## src/vid_config.svh

```systemverilog
`ifndef VID_CONFIG_SVH
`define VID_CONFIG_SVH

// counter and span width for lines up to 8191 pixels
`define VID_CNT_W       13

// host register word and pixel word
`define VID_WORD_W      32
`define VID_ADDR_W      8

// pixel FIFO geometry
`define VID_FIFO_DEPTH  32
`define VID_FIFO_AW     5 // log2 of the depth

// register map on an 8-byte stride
`define VID_REG_CTRL    8'h00
`define VID_REG_HSPAN   8'h28 // h_size / h_end
`define VID_REG_HSYNC   8'h30 // hsync start / end
`define VID_REG_VSPAN   8'h38 // v_size / v_end
`define VID_REG_VSYNC   8'h40 // vsync start / end

`endif

```

## src/vid_pkg.sv

```systemverilog
`include "vid_config.svh"

package vid_pkg;

    // codes 2 and 3 are reserved and shown as rgb24
    typedef enum logic [1:0] {
        MODE_RGB24  = 2'd0,
        MODE_RGB565 = 2'd1,
        MODE_RSVD2  = 2'd2,
        MODE_RSVD3  = 2'd3
    } color_mode_e;

    // pclk sits in bits 9:4 and enable in bit 3 with mode in bits 1:0
    typedef struct packed {
        logic [21:0]  spare;
        logic [5:0]   pclk;     // clocks per pixel, 0 acts as 1
        logic         enable;
        logic         rsvd;
        color_mode_e  mode;
    } ctrl_word_t;

    // two spans per word with first in [25:13] and second in [12:0]
    typedef struct packed {
        logic [`VID_WORD_W-2*`VID_CNT_W-1:0] spare;
        logic [`VID_CNT_W-1:0]               first;
        logic [`VID_CNT_W-1:0]               second;
    } span_word_t;

    typedef union packed {
        ctrl_word_t ctrl;
        span_word_t span;
    } reg_word_u;

    typedef struct packed {
        logic [5:0]            pclk;
        logic                  enable;
        color_mode_e           mode;
        logic [`VID_CNT_W-1:0] h_size;
        logic [`VID_CNT_W-1:0] h_end;
        logic [`VID_CNT_W-1:0] hsync_start;
        logic [`VID_CNT_W-1:0] hsync_end;
        logic [`VID_CNT_W-1:0] v_size;
        logic [`VID_CNT_W-1:0] v_end;
        logic [`VID_CNT_W-1:0] vsync_start;
        logic [`VID_CNT_W-1:0] vsync_end;
    } vid_cfg_t;

    typedef struct packed {
        logic slot_start;   // first clock of a pixel slot
        logic active;
        logic hsync;
        logic vsync;
    } vid_tick_t;

endpackage

```

## src/vid_regs.sv

```systemverilog
`timescale 1ns/1ps
`include "vid_config.svh"

module vid_regs (
    input  logic                   clk,
    input  logic                   reset,
    input  logic                   reg_wr,
    input  logic [`VID_ADDR_W-1:0] reg_addr,
    input  vid_pkg::reg_word_u     reg_data,
    output vid_pkg::vid_cfg_t      cfg
);

    // the address picks which view of the write word is meaningful
    // the control register uses the ctrl view and the four span
    // registers each split the word into two 13-bit fields

    always_ff @(posedge clk or posedge reset) begin
        if (reset) begin
            cfg <= '0;
        end else if (reg_wr) begin
            case (reg_addr)
                `VID_REG_CTRL: begin
                    cfg.pclk   <= reg_data.ctrl.pclk;
                    cfg.enable <= reg_data.ctrl.enable;
                    cfg.mode   <= reg_data.ctrl.mode;
                end
                `VID_REG_HSPAN: begin
                    cfg.h_size <= reg_data.span.first;  // visible pixels
                    cfg.h_end  <= reg_data.span.second; // last hcnt of line
                end
                `VID_REG_HSYNC: begin
                    cfg.hsync_start <= reg_data.span.first;
                    cfg.hsync_end   <= reg_data.span.second;
                end
                `VID_REG_VSPAN: begin
                    cfg.v_size <= reg_data.span.first;
                    cfg.v_end  <= reg_data.span.second;
                end
                `VID_REG_VSYNC: begin
                    cfg.vsync_start <= reg_data.span.first;
                    cfg.vsync_end   <= reg_data.span.second;
                end
                default: begin
                    // unknown address, write dropped
                end
            endcase
        end
    end

endmodule

```

## src/vid_timing.sv

```systemverilog
`timescale 1ns/1ps
`include "vid_config.svh"

module vid_timing (
    input  logic              clk,
    input  logic              reset,
    input  vid_pkg::vid_cfg_t cfg,
    output vid_pkg::vid_tick_t tick
);

    logic [5:0]            div_cnt;    // clock index inside the pixel slot
    logic [5:0]            slot_last;
    logic                  slot_end;
    logic [`VID_CNT_W-1:0] hcnt;
    logic [`VID_CNT_W-1:0] vcnt;

    // pclk of 0 behaves as 1, so the slot is always at least one clock
    assign slot_last = (cfg.pclk == 6'd0) ? 6'd0 : cfg.pclk - 6'd1;

    // >= rather than == so a smaller pclk written mid-slot cannot stall
    assign slot_end = (div_cnt >= slot_last);

    always_ff @(posedge clk or posedge reset) begin
        if (reset) begin
            div_cnt <= '0;
            hcnt    <= '0;
            vcnt    <= '0;
        end else if (!cfg.enable) begin
            div_cnt <= '0;       // park at the top-left corner
            hcnt    <= '0;
            vcnt    <= '0;
        end else if (slot_end) begin
            div_cnt <= '0;
            if (hcnt >= cfg.h_end) begin
                hcnt <= '0;
                if (vcnt >= cfg.v_end) begin
                    vcnt <= '0;
                end else begin
                    vcnt <= vcnt + 1'b1;
                end
            end else begin
                hcnt <= hcnt + 1'b1;
            end
        end else begin
            div_cnt <= div_cnt + 6'd1;
        end
    end

    // all tick bits come straight from the counters; pixel_out does the
    // output registering
    always_comb begin
        tick = '0;
        if (cfg.enable) begin
            tick.slot_start = (div_cnt == 6'd0);
            tick.active     = (hcnt < cfg.h_size) && (vcnt < cfg.v_size);
            tick.hsync      = (hcnt >= cfg.hsync_start) && (hcnt < cfg.hsync_end);
            tick.vsync      = (vcnt >= cfg.vsync_start) && (vcnt < cfg.vsync_end);
        end
    end

endmodule

```

## src/pixel_fifo.sv

```systemverilog
`timescale 1ns/1ps
`include "vid_config.svh"

module pixel_fifo (
    input  logic                   clk,
    input  logic                   reset,
    input  logic                   push,
    input  logic [`VID_WORD_W-1:0] push_data,
    input  logic                   pop,
    output logic [`VID_WORD_W-1:0] head,
    output logic                   empty,
    output logic                   full
);

    logic [`VID_WORD_W-1:0] mem [`VID_FIFO_DEPTH];
    logic [`VID_FIFO_AW-1:0] wr_ptr;
    logic [`VID_FIFO_AW-1:0] rd_ptr;
    logic [`VID_FIFO_AW:0]   count;   // one extra bit to tell full from empty
    logic                    push_ok;
    logic                    pop_ok;

    assign push_ok = push && !full; // a push into a full FIFO is lost
    assign pop_ok  = pop && !empty;

    assign empty = (count == '0);
    assign full  = (count == (`VID_FIFO_AW+1)'(`VID_FIFO_DEPTH));

    // show-ahead so the oldest word is on head before the pop
    assign head = mem[rd_ptr];

    always_ff @(posedge clk) begin
        if (push_ok) begin
            mem[wr_ptr] <= push_data;
        end
    end

    always_ff @(posedge clk or posedge reset) begin
        if (reset) begin
            wr_ptr <= '0;
            rd_ptr <= '0;
            count  <= '0;
        end else begin
            if (push_ok) begin
                wr_ptr <= wr_ptr + 1'b1; // wraps by itself as the depth is a power of two
            end
            if (pop_ok) begin
                rd_ptr <= rd_ptr + 1'b1;
            end
            case ({push_ok, pop_ok})
                2'b10:   count <= count + 1'b1;
                2'b01:   count <= count - 1'b1;
                default: count <= count;
            endcase
        end
    end

endmodule

```

## src/pixel_out.sv

```systemverilog
`timescale 1ns/1ps
`include "vid_config.svh"

module pixel_out (
    input  logic                   clk,
    input  logic                   reset,
    input  vid_pkg::vid_tick_t     tick,
    input  vid_pkg::color_mode_e   mode,
    input  logic [`VID_WORD_W-1:0] head,
    input  logic                   empty,
    output logic                   pop,
    output logic                   hsync,
    output logic                   vsync,
    output logic                   blank,
    output logic [7:0]             r,
    output logic [7:0]             g,
    output logic [7:0]             b,
    output logic                   underrun
);

    import vid_pkg::*;

    logic [`VID_WORD_W-1:0] hold_word;   // pixel of the current slot
    logic [`VID_WORD_W-1:0] next_word;
    logic [`VID_WORD_W-1:0] cur_word;
    logic                   starve;
    logic [7:0]             r_dec;
    logic [7:0]             g_dec;
    logic [7:0]             b_dec;

    assign starve = tick.slot_start && tick.active && empty;
    assign pop    = tick.slot_start && tick.active && !empty;

    // an empty FIFO gives a zero word, which is black in both modes
    assign next_word = pop ? head : '0;
    assign cur_word  = tick.slot_start ? next_word : hold_word;

    always_ff @(posedge clk) begin
        if (tick.slot_start) begin
            hold_word <= next_word;
        end
    end

    always_comb begin
        case (mode)
            MODE_RGB565: begin
                r_dec = {cur_word[15:11], 3'b000};
                g_dec = {cur_word[10:5], 2'b00};
                b_dec = {cur_word[4:0], 3'b000};
            end
            default: begin  // rgb24 and both reserved codes
                r_dec = cur_word[23:16];
                g_dec = cur_word[15:8];
                b_dec = cur_word[7:0];
            end
        endcase
    end

    always_ff @(posedge clk or posedge reset) begin
        if (reset) begin
            hsync    <= 1'b0;
            vsync    <= 1'b0;
            blank    <= 1'b1;
            r        <= '0;
            g        <= '0;
            b        <= '0;
            underrun <= 1'b0;
        end else begin
            hsync    <= tick.hsync;
            vsync    <= tick.vsync;
            blank    <= !tick.active;
            r        <= tick.active ? r_dec : 8'd0;
            g        <= tick.active ? g_dec : 8'd0;
            b        <= tick.active ? b_dec : 8'd0;
            underrun <= underrun || starve;   // sticky until reset
        end
    end

endmodule

```

## src/vid_top.sv

```systemverilog
`timescale 1ns/1ps
`include "vid_config.svh"

module vid_top (
    input  logic                   clk,
    input  logic                   reset,
    input  logic                   reg_wr,
    input  logic [`VID_ADDR_W-1:0] reg_addr,
    input  vid_pkg::reg_word_u     reg_data,
    input  logic                   pix_wr,
    input  logic [`VID_WORD_W-1:0] pix_data,
    output logic                   pix_full,
    output logic                   hsync,
    output logic                   vsync,
    output logic                   blank,
    output logic [7:0]             r,
    output logic [7:0]             g,
    output logic [7:0]             b,
    output logic                   underrun
);

    import vid_pkg::*;

    vid_cfg_t               cfg;
    vid_tick_t              tick;
    logic [`VID_WORD_W-1:0] fifo_head;
    logic                   fifo_empty;
    logic                   fifo_pop;

    vid_regs u_regs (
        .clk      (clk),
        .reset    (reset),
        .reg_wr   (reg_wr),
        .reg_addr (reg_addr),
        .reg_data (reg_data),
        .cfg      (cfg)
    );

    vid_timing u_timing (
        .clk   (clk),
        .reset (reset),
        .cfg   (cfg),
        .tick  (tick)
    );

    pixel_fifo u_fifo (
        .clk       (clk),
        .reset     (reset),
        .push      (pix_wr),
        .push_data (pix_data),
        .pop       (fifo_pop),
        .head      (fifo_head),
        .empty     (fifo_empty),
        .full      (pix_full)
    );

    pixel_out u_out (
        .clk      (clk),
        .reset    (reset),
        .tick     (tick),
        .mode     (cfg.mode),
        .head     (fifo_head),
        .empty    (fifo_empty),
        .pop      (fifo_pop),
        .hsync    (hsync),
        .vsync    (vsync),
        .blank    (blank),
        .r        (r),
        .g        (g),
        .b        (b),
        .underrun (underrun)
    );

endmodule

```

## config.mk

```make
export PLATFORM = sky130hd
export DESIGN_NAME = vid_top
export DESIGN_NICKNAME = d
export VERILOG_FILES = /design/src/vid_pkg.sv /design/src/vid_regs.sv /design/src/vid_timing.sv /design/src/pixel_fifo.sv /design/src/pixel_out.sv /design/src/vid_top.sv
export VERILOG_INCLUDE_DIRS = /design/src /design/src/src
export SDC_FILE = /design/constraint.sdc
export NUM_CORES = 1
export LEC_CHECK = 0
export ABC_AREA = 1
export BUFFER_PORTS_ARGS = -buffer_cell sky130_fd_sc_hd__buf_4
export CORE_UTILIZATION = 36
export DETAILED_ROUTE_END_ITERATION = 12
export PLACE_DENSITY = 0.62
export SLEW_MARGIN = 20
export SYNTH_ARGS = -nofsm -noshare
export SYNTH_HDL_FRONTEND = slang
export SYNTH_SLANG_ARGS = --single-unit
```

## constraint.sdc

```tcl
create_clock -name clk -period 15 [get_ports clk]
set_clock_uncertainty 0.1 [all_clocks]
set_input_delay 2.25 -clock clk [delete_from_list [all_inputs] [get_ports clk]]
set_output_delay 2.25 -clock clk [all_outputs]
set_load 0.02 [all_outputs]
```

### Word level (Yosys, flattened, before mapping)

Memory sizes are Yosys's and may differ from the RTL's.
Index checks and enable logic that the tools add are counted.

| cells by class | value |
|---|---|
| add/subtract/negate cells | 8 |
| $mul | 0 |
| divide/modulo/power cells | 0 |
| magnitude comparators | 9 |
| eq/ne operators | 10 |
| shifts and indexed selects | 0 |
| muxes and demuxes | 22 |
| bitwise logic cells | 0 |
| reduce and logical (&&, ||, !) cells | 23 |

Operators with widths:

| kind | count |
|---|---|
| $mux W13 | 7 |
| $ge A13 B13 Y1 | 4 |
| $lt A13 B13 Y1 | 4 |
| $mux W24 | 2 |
| $mux W8 | 6 |
| $add A13 B1 Y13 const B | 2 |
| $eq A8 B6 Y1 const B | 3 |
| $logic_not A6 Y1 | 3 |
| $mux W6 | 3 |
| $add A6 B1 Y6 const B | 2 |
| $pmux W6 S2 | 1 |
| $reduce_and A2 Y1 | 6 |
| $sub A6 B1 Y6 const B | 2 |
| $add A5 B1 Y5 const B | 2 |
| $eq A8 B7 Y1 const B | 1 |
| $logic_and A1 B1 Y1 | 8 |
| $logic_not A8 Y1 | 1 |
| $eq A6 B6 Y1 const B | 1 |
| $ge A6 B6 Y1 | 1 |
| $eq A2 B1 Y1 const B | 2 |
| $mux W4 | 1 |
| $ne A2 B1 Y1 const B | 2 |
| $logic_not A1 Y1 | 3 |
| $eq A2 B2 Y1 const B | 1 |
| 3 further kinds | 4 |

| word-level totals | value |
|---|---|
| register bits after elaboration | 213 |
| bits in latches | 0 |
| bits in writable memories | 1024 |
| ROM bits | 0 |
| input port bits | 76 |
| memories | 1 |

Memories:

| name | words | bits a word | read ports | clocked after memory_dff | write ports | line | RTL |
|---|---|---|---|---|---|---|---|
| u_fifo.mem | 32 | 32 | 1 | 0 | 1 | pixel_fifo.sv:15 | `` logic [`VID_WORD_W-1:0] mem [`VID_FIFO_DEPTH]; `` |

### Logic depth before layout (Yosys ltp)

| logic depth | value |
|---|---|
| depth in word-level cells | 9 |
| mapped depth | 22 |

### By module

A second synthesis with hierarchy kept.

| unflattened totals | value |
|---|---|
| cells, all modules | 5524 |
| area, all modules | 55670.9 um2 |

By module, submodules not included:

| module | times used | cells an instance | area each (um2) |
|---|---|---|---|
| pixel_fifo | 1 | 4097 | 44102.3 |
| vid_timing | 1 | 711 | 4903.5 |
| vid_regs | 1 | 512 | 4720.8 |
| pixel_out | 1 | 204 | 1944.4 |

### Worst setup path after synthesis

No wires, ideal clock.

| timing | value |
|---|---|
| kind | input-to-reg |
| start point | input pix_wr |
| end point | memory u_fifo.mem[11][0] (netlist bit), enable pin |
| library setup time | 405 ps |
| arrival | 3703 ps |
| required time | 14495 ps |
| setup slack | 10792 ps |
| stages | 4 |
| buffers on the path | 0 |
| path through | nand2_1 -> nor2_1 -> inv_1 -> nor2_1 |

| on the way | value |
|---|---|
| longest elaborated chain between the ends | 3 |

RTL lines:

| what | line | RTL |
|---|---|---|
| from (decl) | vid_top.sv:10 | `input logic pix_wr,` |
| $logic_and A1 B1 Y1 | pixel_fifo.sv:22 | `assign push_ok = push && !full;` |
| $mux W1 | pixel_fifo.sv:32 | `if (push_ok) begin` |
| $mux W1 (not written as such) | pixel_fifo.sv:33 | `mem[wr_ptr] <= push_data;` |
| to (decl) | pixel_fifo.sv:15 |  |

Every way passes these cells.

### Final worst setup path

| timing | value |
|---|---|
| start point | register u_fifo.count[1] |
| end point | output pix_full |

| on the way | value |
|---|---|
| longest elaborated chain between the ends | 1 |

RTL lines:

| what | line | RTL |
|---|---|---|
| from (decl) | pixel_fifo.sv:18 | `` logic [`VID_FIFO_AW:0] count; `` |
| from (signal assigned) | pixel_fifo.sv:50 | `2'b10: count <= count + 1'b1;` |
| from (signal assigned) | pixel_fifo.sv:51 | `2'b01: count <= count - 1'b1;` |
| from (signal assigned) | pixel_fifo.sv:52 | `default: count <= count;` |
| $eq A6 B6 Y1 | pixel_fifo.sv:26 | `` assign full = (count == (`VID_FIFO_AW+1)'(`VID_FIFO_DEPTH)); `` |
| to (decl) | vid_top.sv:12 | `output logic pix_full,` |

Every way passes these cells.

==> flow_metrics.py <==
metrics = {
    "logic_synthesis": {
        "synth_edf_count": 768,
        "synth_nets": 4151,
        "synth_flop_cell": "edfxtp_1",
        "synthAdderAreaFrac": 0.0363,
        "ys_seq_elements": 981,
        "yosys.area_share.simple": 0.209,
        "synth_top_family_by_area": "simple AND/OR/NAND/NOR gates",
        "async_reset_ff_frac": 0.193,
        "synth_area_per_cell_um2": 10.7,
        "synth_xor_area_frac": 0.00476,
        "ys_warn_count": 0,
        "netlist_instances": 3953,
        "synthMuxAreaShare": 0,
        "seq_area_frac_synth": 0.668,
        "synth_compound_area_frac": 0.0390,
        "ys_types": 48,
        "syn_area_mm2": 0.0423,
    },
    "floorplan": {
        "initial_core_util": 0.364,
        "die_w_um": 345,
        "die_h_um": 345,
        "num_rows": 125,
        "core_area_mm2": 0.116,
        "die_area_mm2": 0.119,
        "io_pins": 105,
    },
    "cts": {
        "post_cts.repair.setup_buffers": 0,
        "cts_resized": 0,
        "clk_pin_slew_worst_paths_ns": 0.05,
        "cts_buffer_depth": 3,
        "clock_sinks": 981,
        "numCtsBuffers": 101,
        "cts-root-buf": "clkbuf_16",
        "htree_levels": 3,
        "hold_buffers": 0,
        "clock_latency_ns": 0.71,
        "cts_tree": "yes",
    },
    "placement": {
        "dp_hpwl_um": 62300,
        "io_buffers": 90,
        "placed_area_mm2": 0.0447,
        "place_congestion": 0.786,
    },
    "finish": {
        "fin_util": 0.414,
        "drive_gt1_frac": 0.0888,
        "nFillCells": 11100,
        "design_area_mm2": 0.0482,
        "final_nets": 4210,
        "syn_to_final_growth_pct": 14.0,
    },
    "sta": {
        "maxSlewHeadroom": 0.253,
        "period_share": 0.287,
        "holdWs_ns": 0.350,
        "rsz0062_at_grt": "no",
        "max_freq_ghz": 0.232,
        "hold_viol": 0,
        "tns_ns": 0,
        "tightest_slew_ns": 1.12,
        "fin_crit_ns": 4.31,
        "setup_viol": 0,
        "finalMaxSlewViolations": 0,
    },
    "setup_path": {
        "r2r_setup_slack_ns": 11.01,
        "critPathLaunch": "u_fifo.count[1]",
        "slowest_stage": "nor4_1",
        "crit_chain": "nor4_1, nand3_1, inv_1, buf_4",
        "crit_type": "flip-flop to output port",
        "start_kind": "flip-flop",
        "critPathRequiredTime_ns": 12.65,
        "crit_cells": 4,
        "reg2reg_to": "u_out.b[3]",
        "r2r_cells": 13,
        "rr_startpoint": "u_fifo.rd_ptr[2]",
        "path_max_fanout": 4,
        "cp_top_family": "simple AND/OR/NAND/NOR gates",
        "worstPathArrival_ns": 1.96,
        "slowest_delay_ns": 0.45,
        "endpoint_kind": "output port",
        "worstSetupEndpoint": "pix_full",
        "crit_buf_inv": 2,
    },
    "power_and_ir_drop": {
        "p_int_mw": 4.62,
        "ir_worst_vdd_mv": 0.101,
        "swShare": 0.241,
        "clkPwrFrac": 0.407,
        "leakage_nw": 18.6,
        "seq_power_share": 0.516,
        "switchingPower_mw": 1.47,
        "combPwrFrac": 0.077,
        "powerDensity_mw_per_mm2": 126,
    },
    "global_routing": {
        "grt_max_degree": 171,
        "grt_pass1_vias": 27000,
        "grt_pass1_wl_um": 167000,
        "grt_usage": 0.186,
        "gr-total-overflow": 0,
        "antenna_found_initial": 6,
    },
    "run_status": {
        "outcome": "completed",
    },
    "drt": {
        "dr.first_iter.drc_count": 2519,
        "wire_per_inst_um": 19.7,
        "postRouteAntennaNets": 0,
        "wl_met1_um": 47600,
        "routed.top_layer": "met5",
        "vias_per_cell": 5.11,
        "drc": 0,
        "wl_met3_um": 8020,
        "finalWirelength_um": 111000,
        "drtPass1Iterations": 6,
        "vias": 28700,
        "wl_met2_um": 52100,
    },
    "hold_path": {
        "hp-class": "flip-flop to flip-flop",
    },
    "job": {
        "max-cap-violations": 0,
    },
}
==> metal layers <==
metal / GRT usage / vias up
met1: 0.251 / 13900
met5: 0 / -
met3: 0.0354 / 207
met4: 0.0631 / 8
li1: - / 13600
met2: 0.301 / 992
==> layout by cell type (no fill, tap or decap), drive strengths merged, types with 5 or more instances in the layout <==
cell type / instances
a21oi: 104
and2: 7
buf: 148
bufinv: 5
clkbuf: 140
clkinv: 41
dfrtp: 188
dfxtp: 24
edfxtp: 768
ha: 121
inv: 220
nand2: 1337
nand3: 541
nand4: 30
nor2: 130
nor3: 44
nor4: 7
o211ai: 6
o21ai: 184
xnor2: 5
xor2: 18
==> cell type report <==
| type | count | area [µm²] | area share |
|---|---|---|---|
| flip-flops and latches | 981 | 28300 | 0.587 |
| multi-input cells | 2561 | 12500 | 0.259 |
| clock buffers | 140 | 2810 | 0.0582 |
| well taps | 1524 | 1910 | 0.0395 |
| repair buffers | 148 | 1410 | 0.0292 |
| inverters | 219 | 847 | 0.0176 |
| clock inverters | 48 | 469 | 0.00973 |
| diodes | 2 | 5.00 | 0.000104 |
==> metrics by stage <==
stage	power (mW)	std cells	setup slack, ns
floorplan	3.43	3953	7.51
global placement	3.63	5418	10.15
detailed placement	3.65	5426	10.16
CTS	6.11	5614	10.63
global route	6.28	5621	10.51
finish	6.09	5623	10.69
==> tightest hold or removal path, stage by stage (launching register included) <==
cell and delay, ns:
dfxtp_1 0.30, nand2_1 0.06, o21ai_2 0.06
==> worst min path at each step <==
stage,from,cells past startpoint,to,slack [ns]
2_1_floorplan,u_out.hold_word[17],2,u_out.hold_word[17],0.32
3_3_place_gp,u_out.hold_word[22],2,u_out.hold_word[22],0.33
3_5_place_dp,u_out.hold_word[22],2,u_out.hold_word[22],0.34
4_1_cts,u_out.hold_word[22],2,u_out.hold_word[22],0.35
5_1_grt,u_out.hold_word[17],2,u_out.hold_word[17],0.37
6_report,u_out.hold_word[22],2,u_out.hold_word[22],0.35
==> logic make-up after synthesis <==
family / after synthesis
adders and majority gates: 122
and+or+nand+nor: 2105
AOI/OAI and AO/OA: 311
buffers and inverters: 411
xor gates and xnor gates: 23
DFF: 981
==> registers in the layout (all words and copies together) (netlist names) <==
| name | flops |
|---|---|
| u_fifo.rd_ptr | 5 |
| u_timing.hcnt | 13 |
| u_out.r | 8 |
| u_out.b | 8 |
| u_out.hsync | 1 |
| u_out.underrun | 1 |
| u_out.blank | 1 |
| u_regs.cfg | 113 |
| u_out.vsync | 1 |
| u_timing.vcnt | 13 |
| u_fifo.wr_ptr | 5 |
| u_timing.div_cnt | 6 |
| u_out.g | 8 |
| u_fifo.count | 6 |
| u_out.hold_word | 24 |
| u_fifo.mem | 768 |
==> synth_stat cells (2+ instances only) <==
| cell | instances | area share |
|---|---|---|
| nand2_1 | 1329 | 0.12 |
| edfxtp_1 | 768 | 0.55 |
| nand3_1 | 540 | 0.064 |
| inv_1 | 215 | 0.019 |
| dfrtp_1 | 188 | 0.11 |
| o21ai_0 | 163 | 0.019 |
| nor2_1 | 127 | 0.011 |
| ha_1 | 121 | 0.036 |
| a21oi_1 | 104 | 0.012 |
| buf_2 | 89 | 0.011 |
| clkbuf_1 | 55 | 0.0049 |
| nor3_1 | 43 | 0.0051 |
| nand4_1 | 29 | 0.0043 |
| buf_4 | 28 | 0.0050 |
| dfxtp_1 | 24 | 0.011 |
| xor2_1 | 18 | 0.0037 |
| buf_1 | 15 | 0.0013 |
| o21ai_1 | 12 | 0.0014 |
| o21ai_2 | 9 | 0.0019 |
| nand2_2 | 8 | 0.0012 |
| and2_1 | 7 | 0.0010 |
| nor4_1 | 6 | 0.00089 |
| o211ai_1 | 6 | 0.0011 |
| buf_6 | 5 | 0.0013 |
| xnor2_1 | 5 | 0.0010 |
| nand3b_1 | 4 | 0.00071 |
| o21a_1 | 4 | 0.00071 |
| o221ai_1 | 4 | 0.00083 |
| a31oi_1 | 3 | 0.00044 |
| a22o_1 | 2 | 0.00041 |
| inv_2 | 2 | 0.00018 |
| nor2_4 | 2 | 0.00053 |
| o21bai_1 | 2 | 0.00035 |
| or2_2 | 2 | 0.00030 |
==> power by group through the flow <==
| stage | logic (mW) | clock network [mW] | registers, mW |
|---|---|---|---|
| 2_1_floorplan | 0.249 | 0 | 3.18 |
| 3_3_place_gp | 0.444 | 0 | 3.19 |
| 3_5_place_dp | 0.460 | 0 | 3.19 |
| 4_1_cts | 0.462 | 2.51 | 3.14 |
| 5_1_grt | 0.522 | 2.61 | 3.15 |
| 6_report | 0.472 | 2.48 | 3.14 |
Note: power is estimated with default switching activity, not from simulation.
